**config.mk**
```make
export PLATFORM = sky130hd
export DESIGN_NAME = obi_arbiter
export DESIGN_NICKNAME = d
export VERILOG_FILES = /design/src/hdl/ext_pkg.sv /design/src/hdl/obi_arbiter.sv
export VERILOG_INCLUDE_DIRS = /design/src /design/src/hdl
export SDC_FILE = /design/constraint.sdc
export NUM_CORES = 1
export LEC_CHECK = 0
export ABC_CLOCK_PERIOD_IN_PS = 1850
export BUFFER_PORTS_ARGS = -buffer_cell sky130_fd_sc_hd__buf_4
export CAP_MARGIN = 20
export CORE_AREA = 5 5 118 120
export DETAILED_ROUTE_END_ITERATION = 8
export DIE_AREA = 0 0 123 125
export PLACE_DENSITY = 0.56
export SLEW_MARGIN = 10
export SYNTH_ARGS = -nofsm -noshare
export SYNTH_HDL_FRONTEND = slang
export SYNTH_SLANG_ARGS = --single-unit
```
**constraint.sdc**
```tcl
create_clock -name clk_i -period 1.85 [get_ports clk_i]
set_clock_uncertainty 0.1 [all_clocks]
set_input_delay 0.0925 -clock clk_i [delete_from_list [all_inputs] [get_ports clk_i]]
set_output_delay 0.0925 -clock clk_i [all_outputs]
set_load 0.01 [all_outputs]
```
**src/hdl/ext_macros.svh**
```systemverilog
/*
 * Bus width, RAM depth and memcopy register offsets
 */
`ifndef EXT_MACROS_SVH
`define EXT_MACROS_SVH

// Bus data width in bits
`define EXT_DATA_W 32

// Slow RAM depth in words, word address bits 8 to 2
`define EXT_MEM_WORDS 128

// Memcopy register byte offsets
`define MEMCOPY_SRC_OFS    8'h00
`define MEMCOPY_DST_OFS    8'h04
`define MEMCOPY_SIZE_OFS   8'h08
`define MEMCOPY_STATUS_OFS 8'h0C

`endif
```
**src/hdl/ext_pkg.sv**
```systemverilog
/*
 * Register-port and OBI request/response structs,
 * copy-engine state type
 */
`include "ext_macros.svh"

package ext_pkg;

  // Register port request, one transfer per cycle with valid high
  typedef struct packed {
    logic                   valid;
    logic                   write;
    logic [31:0]            addr;
    logic [`EXT_DATA_W-1:0] wdata;
  } reg_req_t;

  // Register port response, same cycle as the request
  typedef struct packed {
    logic                   ready;
    logic                   error;
    logic [`EXT_DATA_W-1:0] rdata;
  } reg_rsp_t;

  // OBI request, held stable until gnt
  typedef struct packed {
    logic                     req;
    logic                     we;
    logic [`EXT_DATA_W/8-1:0] be;
    logic [31:0]              addr;
    logic [`EXT_DATA_W-1:0]   wdata;
  } obi_req_t;

  // OBI response
  typedef struct packed {
    logic                   gnt;
    logic                   rvalid;
    logic [`EXT_DATA_W-1:0] rdata;
  } obi_resp_t;

  // Copy engine states
  typedef enum logic [2:0] {
    IDLE,
    RD_REQ,
    RD_WAIT,
    WR_REQ,
    WR_WAIT,
    DONE
  } copy_state_e;

endpackage

```
**src/hdl/obi_arbiter.sv**
```systemverilog
/*
 * Two-master, one-slave round-robin OBI arbiter,
 * route held from first request until rvalid
 */
`timescale 1ns/1ps

module obi_arbiter (
  input  logic                clk_i,
  input  logic                rst_i,
  input  ext_pkg::obi_req_t   m0_req_i,
  input  ext_pkg::obi_req_t   m1_req_i,
  output ext_pkg::obi_resp_t  m0_resp_o,
  output ext_pkg::obi_resp_t  m1_resp_o,
  output ext_pkg::obi_req_t   s_req_o,
  input  ext_pkg::obi_resp_t  s_resp_i
);

  logic prio_q;
  logic lock_q;
  logic wait_q;
  logic owner_q;
  logic sel;

  // Keep the owner while locked or while its request waits for gnt
  always_comb begin
    if (lock_q || wait_q) begin
      sel = owner_q;
    end else if (m0_req_i.req && m1_req_i.req) begin
      sel = prio_q;
    end else begin
      sel = m1_req_i.req;
    end
  end

  assign s_req_o = sel ? m1_req_i : m0_req_i;

  always_comb begin
    m0_resp_o        = s_resp_i;
    m1_resp_o        = s_resp_i;
    m0_resp_o.gnt    = s_resp_i.gnt && !sel;
    m0_resp_o.rvalid = s_resp_i.rvalid && !sel;
    m1_resp_o.gnt    = s_resp_i.gnt && sel;
    m1_resp_o.rvalid = s_resp_i.rvalid && sel;
  end

  always_ff @(posedge clk_i) begin
    if (rst_i) begin
      prio_q  <= 1'b0;
      lock_q  <= 1'b0;
      wait_q  <= 1'b0;
      owner_q <= 1'b0;
    end else begin
      owner_q <= sel;
      wait_q  <= s_req_o.req && !s_resp_i.gnt;
      if (s_resp_i.rvalid) begin
        lock_q <= 1'b0;
      end else if (s_resp_i.gnt) begin
        lock_q <= 1'b1;
      end
      // The other master goes first next time
      if (s_resp_i.gnt) begin
        prio_q <= ~sel;
      end
    end
  end

  // No grant to either master while a response is still outstanding
  a_one_gnt: assert property (@(posedge clk_i) disable iff (rst_i)
    lock_q |-> !(m0_resp_o.gnt || m1_resp_o.gnt));

endmodule

```
; Yosys cells after proc, flatten, opt, wreduce, memory -nomap -nowiden
; Index checks and enable logic that the tools add are counted.
; W data, S select, Z words.
[word_totals]
inputBits = 176
wordCells = 18
regBits = 4
[op_classes]
n_bitwise = 1
mux = 3
n_reduce_logical = 10
[ops]
columns = operator, n
row1 = $mux W70, 1
row2 = $logic_and A1 B1 Y1, 6
row3 = $logic_not A1 Y1, 2
row4 = $mux W1, 2
row5 = $reduce_or A2 Y1, 1
row6 = $logic_or A1 B1 Y1, 1
row7 = $not A1 Y1, 1

; Longest topological paths before layout
[depth]
word_depth = 5
mapped_depth = 5

; Least setup slack after synthesis
; No wires, ideal clock.
[synth_timing]
path_type = reg2out
from = register lock_q
to = output s_req_o[13] in the netlist's numbering
stages_incl_launch_ff = 6
slack_ns = 0.322
arrival_time_ns = 1.336
required_time_ns = 1.657
path_buffers = 2
path_cell_list = dfxtp_1 o21a_1 a31oi_2 buf_6 buf_12 mux2_4
[synth_rtl]
columns = item, line_no
row1 = "start, declared", obi_arbiter.sv:19  ; logic lock_q;
row2 = "start signal, assigned", obi_arbiter.sv:49  ; lock_q <= 1'b0;
row3 = "start signal, assigned", obi_arbiter.sv:56  ; lock_q <= 1'b0;
row4 = "start signal, assigned", obi_arbiter.sv:58  ; lock_q <= 1'b1;
row5 = "end, declared", obi_arbiter.sv:14  ; output ext_pkg::obi_req_t s_req_o,

==> flow_summary.ini <==
[run_status]
outcome = finished, violations left
violated_checks = setup timing

[yosys]
netlist_top_cells_area = sky130_fd_sc_hd__mux2_4 (46%), sky130_fd_sc_hd__buf_4 (26%), sky130_fd_sc_hd__mux2_2 (8.7%)
netlist_area_um2 = 1810
synth_fp_nets = 344
synthCells = 168
yosysTopAreaCellShare_pct = 45.5
synth.ff_latch_count = 4
synthDistinctLibCells = 24
library_cell_occupying_the_most_area_in_the_post_synthesis_netlist = sky130_fd_sc_hd__mux2_4
syn-mean-instance-area_um2 = 10.8
synth-seq-area-share_pct = 4.41
ys_warn_count = 0

[layout]
layout.cells.most_common_list = sky130_fd_sc_hd__buf_4 (172), sky130_fd_sc_hd__mux2_4 (66), sky130_fd_sc_hd__buf_6 (52)
fraction_of_final_layout_cells_with_drive_strength_greater_than_1_pct = 92.6
nNetsFinal = 514
layout_commonest_cell = sky130_fd_sc_hd__buf_4
diodes = 0
fin_area_um2 = 3670
area_delta_synth_final_pct = 102

[critical_path]
path_common_cell = sky130_fd_sc_hd__buf_12
regToRegStartpoint = lock_q$_SDFFE_PP0P_
setup.worst_path.end_class = output port
timing.critical_path.from_type = flip-flop
required_ns = 1.66
cell_depth_of_the_worst_flop_to_flop_path = 7
critical_path.max_stage_delay_ns = 0.34
critical_path_maximum_fanout = 8
cp_cell_sequence = o21a_1 > a31oi_4 > buf_12 > buf_12 > buf_12 > mux2_4 > buf_6
worst_r2r_endpoint = owner_q$_SDFF_PP0_
r2r_setup_slack_ns = 0.41
criticalPathCategory = flip-flop to output port
critical_path_end = s_req_o[43]
critical_path_start = lock_q$_SDFFE_PP0P_
crit_slowest_cell = sky130_fd_sc_hd__dfxtp_2
critical_path_arrival_ns = 1.83

[power]
power.combinational.fraction_pct = 73.5
p_seq_share_pct = 6.0
cellInternalPower_w = 0.00117
clkPwrFrac_pct = 20.5
power.switching_w = 0.000460
power.ir.vdd_worst_v = 0.000326
power.density_cell_area_nw_per_um2 = 444
power.switching_fraction_pct = 28.2
power.static_leakage_nw = 1.99

[clocking]
numCtsBuffers = 3
clk-insertion-delay-late_ns = 0.22
clk_root_buffer_cell = sky130_fd_sc_hd__clkbuf_16
max-clock-path-buffers = 2
clk_pin_slew_ns = 0.03
htree_levels = 1
cts_tree = done
clock-sinks = 4

[global_route]
globalRouteOverflowTotal = 0
number_of_antenna_violations_at_the_first_check_in_global_routing = 0
grt_first_pass_wirelength_um = 11000
grt_util_all_layers_pct = 8.89
grt_start_max_net_pins = 14
via_count_of_the_first_global_routing_pass = 2087

[floorplanning]
placement_rows = 42
initial_core_util_pct = 14.1
fp.dieArea_um2 = 15400
io_pins = 314
placeableCoreArea_um2 = 12900
fp.dieW_um = 123
die-height_um = 125

[run]
max_cap_violations = 0

[sta]
final-setup-viol-count = 68
final_critical_path_setup_slack_ns = -0.177
tightest_slew_ns = 0.283
achievable-frequency_ghz = 0.493
maxSlewHeadroom_pct = 80.9
rsz_0062_raised_after_global_routing = true
final_max_slew_viol_count = 0
timing.final.crit_share_pct = 110
hold_viol = 0
post-route-min-period_ns = 2.03
worst_hold_margin_ns = 0.0850

[place]
buffer_ports.inserted = 217
final_replace_weighted_congestion = 0.821
place_area_um2 = 3170
pre_cts_ws_ns = 0.0636

[min_path]
worstHoldPathCells = 0
hp-class = input port to output port
hp-start = s_resp_i[12]

[drt]
drt_pass1_iterations = 4
via_count = 1815
routedWlPerCell_um = 14.8
number_of_remaining_drc_errors = 0
ant_nets = 0
detailedRoute.firstIterationViolations = 24
totalWireLength_um = 7600
detail_route.vias_per_cell = 3.54
what timing repair did:
action | 4_1_cts | 5_1_grt
endpoints found under the setup margin | 68 | 73
setup buffers | 6 | 2
endpoints found under the hold margin | 3 | 0
gates cloned | 3 | 0
pin swaps | 1 | 3
gates resized for setup | 67 | 10
hold buffers | 4 | 0
area by class of cell:
type,instances,area (um2)
inverters,1,3.75
multi-input cells,91,1190
flip-flops and latches,4,85.1
clock buffers,3,75.1
repair buffers,237,2090
fillers,1330,9210
well taps,176,220
registers in the layout, indices dropped and copies added (netlist names):
register,flops
lock_q,1
owner_q,1
prio_q,1
wait_q,1
through the flow:
step	TNS, ns	util, %	instances	power (W)
2_1_floorplan	0	-	168	0.000737
3_3_place_gp	0	24.6	498	0.00110
3_5_place_dp	0	24.6	498	0.00111
4_1_cts	-8.41	28.6	514	0.00166
5_1_grt	-10.97	28.5	512	0.00171
6_report	-7.28	28.5	512	0.00163
how the worst min path moves through the flow:
stage,to,slack [ns]
after detailed placement,m0_resp_o[0],0.09
after floorplan,owner_q$_SDFF_PP0_,0.06
after global routing,m0_resp_o[6],0.09
final,m0_resp_o[12],0.09
after CTS,wait_q$_SDFF_PP0_,0.08
after global placement,m0_resp_o[0],0.09
critical path, delay by kind of cell (launching register included):
| family | cells | cell delay, ns |
|---|---|---|
| buffers and inverters | 4 | 0.56 |
| flip-flops | 1 | 0.34 |
| multiplexers | 1 | 0.32 |
| AO/OA/AOI/OAI | 2 | 0.39 |
Yosys cell counts (all sizes together):
library cell,n
mux2,69
a31oi,1
nor3,2
nor2b,3
nor2,5
o21ai,1
and2,2
a41o,1
dfxtp,4
nor3b,1
a211oi,1
o21a,1
nand2b,1
nor4,1
buf,72
nand3,1
inv,1
a21oi,1
logic make-up (layout without fill, tap and decap cells):
group,after synthesis,in the layout,share of synthesized area (%)
buffers and inverters,73,241,33.9
muxes,69,69,54.2
and+or+nand+nor,16,16,4.83
AOI/OAI and AO/OA,6,6,2.62
DFF,4,4,4.41
power groups by stage:
stage	Sequential [W]	Clock, W	Combinational, W
2_1_floorplan	0.0000973	0	0.000639
3_3_place_gp	0.0000971	0	0.00100
3_5_place_dp	0.0000975	0	0.00101
4_1_cts	0.0000977	0.000339	0.00122
5_1_grt	0.0000985	0.000346	0.00127
6_report	0.0000978	0.000333	0.00120
layer usage:
layer | global-route usage [%] | share of wire, % | vias to the layer above | routed length, um
met5 | 0 | 0 | - | 0
met1 | 9.07 | 32 | 823 | 2440
met3 | 3.25 | 14 | 4 | 1070
met4 | 1.56 | 0.45 | 0 | 34
li1 | - | - | 853 | -
met2 | 17.2 | 53 | 135 | 4050
Power figures use the tool's default switching activity.
