$ cat config.mk
export PLATFORM = sky130hd
export DESIGN_NAME = memcopy_periph
export DESIGN_NICKNAME = d
export VERILOG_FILES = /design/src/hdl/ext_pkg.sv /design/src/hdl/memcopy_periph.sv
export VERILOG_INCLUDE_DIRS = /design/src /design/src/hdl
export SDC_FILE = /design/constraint.sdc
export NUM_CORES = 1
export LEC_CHECK = 0
export BUFFER_PORTS_ARGS = -buffer_cell sky130_fd_sc_hd__buf_4
export CAP_MARGIN = 10
export CORE_ASPECT_RATIO = 2
export CORE_UTILIZATION = 35
export CTS_CLUSTER_DIAMETER = 120
export CTS_CLUSTER_SIZE = 20
export DETAILED_ROUTE_END_ITERATION = 7
export GPL_TIMING_DRIVEN = 0
export SLEW_MARGIN = 20
export SYNTH_ARGS = -nofsm -noshare
export SYNTH_HDL_FRONTEND = slang
export SYNTH_SLANG_ARGS = --single-unit
export TNS_END_PERCENT = 1
$ cat constraint.sdc
create_clock -name clk_i -period 7 [get_ports clk_i]
set_clock_uncertainty 0.2 [all_clocks]
set_input_delay 1.4 -clock clk_i [delete_from_list [all_inputs] [get_ports clk_i]]
set_output_delay 1.4 -clock clk_i [all_outputs]
set_load 0.03 [all_outputs]
$ cat src/hdl/ext_macros.svh
/*
 * Bus width, RAM depth and memcopy register offsets
 */
`ifndef EXT_MACROS_SVH
`define EXT_MACROS_SVH

// Bus data width in bits
`define EXT_DATA_W 32

// Slow RAM depth in words, word address bits 8 to 2
`define EXT_MEM_WORDS 128

// Memcopy register byte offsets
`define MEMCOPY_SRC_OFS    8'h00
`define MEMCOPY_DST_OFS    8'h04
`define MEMCOPY_SIZE_OFS   8'h08
`define MEMCOPY_STATUS_OFS 8'h0C

`endif
$ cat src/hdl/ext_pkg.sv
/*
 * Register-port and OBI request/response structs,
 * copy-engine state type
 */
`include "ext_macros.svh"

package ext_pkg;

  // Register port request, one transfer per cycle with valid high
  typedef struct packed {
    logic                   valid;
    logic                   write;
    logic [31:0]            addr;
    logic [`EXT_DATA_W-1:0] wdata;
  } reg_req_t;

  // Register port response, same cycle as the request
  typedef struct packed {
    logic                   ready;
    logic                   error;
    logic [`EXT_DATA_W-1:0] rdata;
  } reg_rsp_t;

  // OBI request, held stable until gnt
  typedef struct packed {
    logic                     req;
    logic                     we;
    logic [`EXT_DATA_W/8-1:0] be;
    logic [31:0]              addr;
    logic [`EXT_DATA_W-1:0]   wdata;
  } obi_req_t;

  // OBI response
  typedef struct packed {
    logic                   gnt;
    logic                   rvalid;
    logic [`EXT_DATA_W-1:0] rdata;
  } obi_resp_t;

  // Copy engine states
  typedef enum logic [2:0] {
    IDLE,
    RD_REQ,
    RD_WAIT,
    WR_REQ,
    WR_WAIT,
    DONE
  } copy_state_e;

endpackage

$ cat src/hdl/memcopy_periph.sv
/*
 * Memcopy peripheral: SRC/DST/SIZE/STATUS registers and
 * a word-by-word copy engine on an OBI master port
 */
`timescale 1ns/1ps
`include "ext_macros.svh"

module memcopy_periph (
  input  logic                clk_i,
  input  logic                rst_i,
  input  ext_pkg::reg_req_t   reg_req_i,
  output ext_pkg::reg_rsp_t   reg_rsp_o,
  output ext_pkg::obi_req_t   master_req_o,
  input  ext_pkg::obi_resp_t  master_resp_i,
  output logic                memcopy_intr_o
);

  ext_pkg::copy_state_e state_q;

  logic [31:0]            src_q;
  logic [31:0]            dst_q;
  logic [31:0]            size_q;
  logic [31:0]            rem_q;
  logic [31:0]            rd_ptr_q;
  logic [31:0]            wr_ptr_q;
  logic [`EXT_DATA_W-1:0] data_q;

  logic [7:0] reg_ofs;
  logic       idle;
  logic       reg_wr;
  logic       start;

  assign reg_ofs = reg_req_i.addr[7:0];
  assign idle    = (state_q == ext_pkg::IDLE);
  assign reg_wr  = reg_req_i.valid && reg_req_i.write;
  // A SIZE write only starts a copy when the engine is idle
  assign start   = reg_wr && (reg_ofs == `MEMCOPY_SIZE_OFS) && idle;

  // Register read data and error, combinational from the registers
  always_comb begin
    reg_rsp_o.ready = reg_req_i.valid;
    reg_rsp_o.error = 1'b0;
    reg_rsp_o.rdata = '0;
    case (reg_ofs)
      `MEMCOPY_SRC_OFS: begin
        reg_rsp_o.rdata = src_q;
      end
      `MEMCOPY_DST_OFS: begin
        reg_rsp_o.rdata = dst_q;
      end
      `MEMCOPY_SIZE_OFS: begin
        reg_rsp_o.rdata = size_q;
        reg_rsp_o.error = reg_wr && !idle;
      end
      `MEMCOPY_STATUS_OFS: begin
        reg_rsp_o.rdata = {31'd0, idle};
      end
      default: begin
        reg_rsp_o.error = reg_req_i.valid;
      end
    endcase
  end

  // Configuration registers
  always_ff @(posedge clk_i) begin
    if (rst_i) begin
      src_q  <= '0;
      dst_q  <= '0;
      size_q <= '0;
    end else if (reg_wr) begin
      case (reg_ofs)
        `MEMCOPY_SRC_OFS: src_q <= reg_req_i.wdata;
        `MEMCOPY_DST_OFS: dst_q <= reg_req_i.wdata;
        `MEMCOPY_SIZE_OFS: begin
          if (idle) begin
            size_q <= reg_req_i.wdata;
          end
        end
        default: ;
      endcase
    end
  end

  // Copy FSM, one read then one write per word
  always_ff @(posedge clk_i) begin
    if (rst_i) begin
      state_q <= ext_pkg::IDLE;
      rem_q   <= '0;
    end else begin
      case (state_q)
        ext_pkg::IDLE: begin
          if (start) begin
            rem_q   <= reg_req_i.wdata;
            // Zero words goes straight to the interrupt
            state_q <= (reg_req_i.wdata == '0) ? ext_pkg::DONE : ext_pkg::RD_REQ;
          end
        end
        ext_pkg::RD_REQ: begin
          if (master_resp_i.gnt) state_q <= ext_pkg::RD_WAIT;
        end
        ext_pkg::RD_WAIT: begin
          if (master_resp_i.rvalid) state_q <= ext_pkg::WR_REQ;
        end
        ext_pkg::WR_REQ: begin
          if (master_resp_i.gnt) state_q <= ext_pkg::WR_WAIT;
        end
        ext_pkg::WR_WAIT: begin
          if (master_resp_i.rvalid) begin
            if (rem_q == 32'd1) begin
              state_q <= ext_pkg::DONE;
            end else begin
              state_q <= ext_pkg::RD_REQ;
            end
            rem_q <= rem_q - 32'd1;
          end
        end
        ext_pkg::DONE: begin
          state_q <= ext_pkg::IDLE;
        end
        default: state_q <= ext_pkg::IDLE;
      endcase
    end
  end

  // Working pointers and the word in flight
  always_ff @(posedge clk_i) begin
    if (start) begin
      rd_ptr_q <= src_q;
      wr_ptr_q <= dst_q;
    end else if (state_q == ext_pkg::WR_WAIT && master_resp_i.rvalid) begin
      rd_ptr_q <= rd_ptr_q + 32'd4;
      wr_ptr_q <= wr_ptr_q + 32'd4;
    end
    if (state_q == ext_pkg::RD_WAIT && master_resp_i.rvalid) begin
      data_q <= master_resp_i.rdata;
    end
  end

  // OBI master request, full words only
  always_comb begin
    master_req_o.req   = (state_q == ext_pkg::RD_REQ) || (state_q == ext_pkg::WR_REQ);
    master_req_o.we    = (state_q == ext_pkg::WR_REQ);
    master_req_o.be    = '1;
    master_req_o.addr  = (state_q == ext_pkg::WR_REQ) ? wr_ptr_q : rd_ptr_q;
    master_req_o.wdata = data_q;
  end

  assign memcopy_intr_o = (state_q == ext_pkg::DONE);

  // Request held until accepted
  a_req_stable: assert property (@(posedge clk_i) disable iff (rst_i)
    master_req_o.req && !master_resp_i.gnt |=> $stable(master_req_o));

  // Interrupt is a single-cycle pulse
  a_intr_pulse: assert property (@(posedge clk_i) disable iff (rst_i)
    memcopy_intr_o |=> !memcopy_intr_o);

endmodule

* After elaboration in Yosys (flattened, before gate mapping)
Index checks and enable logic that the tools add are counted.
** Storage, ports and cells
- Register bits :: 227
- ROM bits :: 0
- Memories kept :: 0
- Logic and storage cells :: 62
- Output and inout bits :: 105
- Memory bits (writable) :: 0
- Bits in latches :: 0
- Input bits :: 102
** Operators by class
- Multipliers :: 0
- Reduce and logical (&&, ||, !) cells :: 19
- Equality and inequality tests :: 14
- Add/sub/neg operators :: 3
- Bitwise logic cells :: 0
- Magnitude comparators :: 0
- Muxes and demuxes :: 18
- Divide/modulo/power cells :: 0
- Shift-type cells :: 0
** Operators by type and width (count)
- 32-bit two-way mux :: 7
- 32-bit case mux with 4 select lines :: 1
- 32-bit by 3-bit adder with 32-bit output, second input constant :: 2
- 32-bit case mux with 2 select lines :: 1
- 32-bit by 1-bit == test with 1-bit output, second input constant :: 1
- 32-bit zero test :: 1
- 32-bit by 1-bit subtractor with 32-bit output, second input constant :: 1
- 3-bit two-way mux :: 7
- 8-bit by 4-bit == test with 1-bit output, second input constant :: 2
- 3-bit case mux with 5 select lines :: 1
- 8-bit by 3-bit == test with 1-bit output, second input constant :: 1
- 8-bit zero test :: 1
- 3-bit by 2-bit == test with 1-bit output, second input constant :: 2
- 3-bit == test, second input constant :: 2
- 1-bit logical AND :: 6
- 2-bit inequality test, second input constant :: 3
- 3-bit AND reduction :: 2
- 5-bit AND reduction :: 1
- 2-bit by 1-bit inequality test with 1-bit output, second input constant :: 2
- 2-bit AND reduction :: 2
- 2-bit nonzero test :: 2
- 3-bit by 1-bit == test with 1-bit output, second input constant :: 1
- 3-bit zero test :: 1
- 3-bit OR reduction :: 1
- 3 further kinds :: 3

* Depth between registers and ports, before layout
- Word-level depth :: 5
- Mapped depth :: 11
- Mapped depth without buffers :: 7

* Worst setup path before layout
OpenSTA, ideal clock, no wires.
- Kind :: input to output
- Start :: input reg_req_i[35] (netlist name)
- End :: output reg_rsp_o[10] (netlist name)
- Buffers on the path :: 3
- Required time :: 5.400 ns
- Cell stages on the path :: 6
- Path slack :: 2.601 ns
- Arrival :: 2.799 ns
- Path through :: clkbuf_1 > nor2b_1 > clkbuf_1 > clkbuf_1 > a21oi_1 > nor2_1
** RTL lines
- from (decl) :: RTL line memcopy_periph.sv:11 : input ext_pkg::reg_req_t reg_req_i,
- to (decl) :: RTL line memcopy_periph.sv:12 : output ext_pkg::reg_rsp_t reg_rsp_o,

==> reports/qor.txt <==
number of I/O port buffers = 177
Placed Area = 0.0134 sq mm
total wire length = 42,600 um
CTS Hold Buffers Added = 0
Worst Setup Start Kind = input port
final setup fails = 0
Syn Inst Count = 1,338
Final HPWL DP = 33,500 um
num rows = 93
Final period util = 73.1%
arrival time of the worst setup path = 3.51 ns
first-pass GRT wire length = 62,900 um
f_max = 196 MHz
leakage dissipation = 4.82 nW
CP Data Required Time = 5.40 ns
Fin. Hold Viols = 0
root buffer cell = clkbuf_16
Pre-antenna DRT Iters = 5
clk_lat worst skew = 0.53 ns
Mean Syn Cell Area = 8.57 sq um
Crit Path Category = in -> out
Post-CTS Resized = 0
Tot GR Track Use = 25.4%
antenna-violating nets left = 0
top cells by area, synth = edfxtp_1, dfxtp_1, nand2_1
I/O Pins = 207
Sum Neg Setup Slack = 0 ns
Reg2Reg Setup Slack = 3.07 ns
Initial Util = 35.6%
TritonCTS clock tree = done
Final Instance Count excl. Fillers = 1,972
Max VDD drop = 0.000230 V
Async SR Flop Fraction = 0%
antenna violations before repair = 1
routed wire length per instance = 21.6 um
Post-Syn Area = 0.0115 sq mm
Most used DFF post-synth = dfxtp_1
number of synthesized flops with an enable pin = 96
Slew HR = 17.9%
clk slew on worst S/H paths = 0.09 ns
grt total ovfl = 0
placed cells = 1,947
fillers = 3,296
critical path cell sequence = buf_4 -> clkbuf_1 -> nor2b_1 -> clkbuf_1 -> clkbuf_1 -> a21oi_1 -> nor2_1 -> buf_4
fin. max-slew vios = 0
synthesis-to-finish area growth = 20.8%
routability cong. = 0.971
Die Ht = 258 um
Hold Path Class = reg -> reg
CTS sink count = 227
Layout Nets = 1,643
Longest Clk Path Bufs = 3
CP max-delay cell = clkbuf_1
Via Count = 10,730
DIE AREA = 0.0336 sq mm
H-Tree Depth = 1
CP top delay family = buffers and inverters
Netlist cell types = 67
synth cell count leaders = nand2_1, a21oi_1, dfxtp_1
Synth area leader = edfxtp_1
Synth warnings = 0
vias per cell = 5.44
Buf+Inv Stages, Crit Path = 5
unrepaired setup endpoints after global routing = false
Least-Margin Pin Slew = 1.22 ns
number of global-route vias before repair = 10,769
Tmin final = 5.11 ns
post-CTS setup buffer count = 0
Die W = 130 um
Initial DRC Count = 733
final instance area = 0.0139 sq mm
Yosys reg bits = 227
worst-path fanout max = 10
overall power = 3.37 mW
Worst setup EP type = output pin
layout cells sized above 1 = 16.8%
Max stage delay on crit path = 0.59 ns
Cell Pwr Density = 243 mW/mm^2
maxcap violations = 0
most frequent cell after synthesis = nand2_1
Seq/Total Area, Yosys = 48.0%
Yosys top cell area share = 25.1%
Residual DRC = 0
Crit path top cell by count = clkbuf_1
largest net degree at the start of global routing = 50
clock buffer count from CTS = 15
outcome = finished clean
core area = 0.0322 sq mm
[state kept, by name, indices dropped and copies added, names as in the netlist]
signal,flops
dst_q,32
wr_ptr_q,32
rem_q,32
data_q,32
size_q,32
state_q,3
rd_ptr_q,32
src_q,32
[worst min-delay path: cells and delay by family (launching register included)]
kind	cells	cell delay, ns
and+or+nand+nor	1	0.05
AOI/OAI and AO/OA	1	0.05
DFF	1	0.32
[cell usage in the layout, fill, tap and decap left out, drive strengths merged, types with 6 or more instances in the layout]
cell	count
and2	9
nand3	32
clkbuf	95
and3	9
inv	15
dfxtp	131
a21oi	158
nor3	23
a211oi	7
buf	204
xor2	28
mux2i	32
and4	6
nand2	298
edfxtp	96
a31oi	10
mux2	30
nor2	112
or4	12
o31ai	8
o21ai	70
nor4	29
o22ai	8
xnor2	29
nand4	21
[stage by stage]
step	util [%]	worst slack (ns)	hold WS, ns
after floorplan	-	2.60	0.232
after global placement	41.4	1.37	0.238
after detailed placement	41.6	1.96	0.244
after CTS	43.0	1.94	0.256
after global routing	43.0	1.79	0.274
final	43.0	1.89	0.256
[layout make-up]
cell class                      instances  area, sq um  area share, %
Tap cell                              427          534           3.86
Multi-Input combinational cell       1002         5540           40.0
Clock buffer                           22          402           2.90
Timing Repair Buffer                  179         1380           9.99
Inverter                               14         52.6          0.379
Antenna cell                            1         2.50         0.0181
Clock inverter                          2         25.0          0.181
Buffer                                 98          409           2.95
Sequential cell                       227         5510           39.7
[report_power, final]
group,internal [mW],switching [mW],total [mW],leakage [nW]
combinational,0.327,0.636,0.962,2.69
sequential,1.46,0.0652,1.52,1.93
clock,0.408,0.480,0.887,0.205
[cell families after synthesis]
logic type / after synthesis / synth area share, %
other: 1 / 0.0327
buffers and inverters: 112 / 4.00
DFF: 227 / 48.0
adders and majority gates: 4 / 0.436
AOI/OAI and AO/OA: 296 / 14.5
xor gates and xnor gates: 57 / 4.35
and+or+nand+nor: 578 / 22.8
muxes: 63 / 5.93
[metal layers]
metal / up-vias / share of wire, % / GRT usage [%]
li1: 5108 / - / -
met1: 5000 / 33 / 24.0
met2: 448 / 53 / 47.6
met3: 174 / 4.7 / 2.55
met4: 0 / 9.0 / 21.7
met5: - / 0 / 0
[final timing paths]
kind | start | to | depth (start not counted)
setup reg to reg | state_q[1] | wr_ptr_q[26] | 10
hold / removal | size_q[21] | size_q[21] | 2
hold reg to reg | size_q[21] | size_q[21] | 2
setup / recovery | reg_req_i[35] | reg_rsp_o[23] | 8
Power figures use the tool's default switching activity.
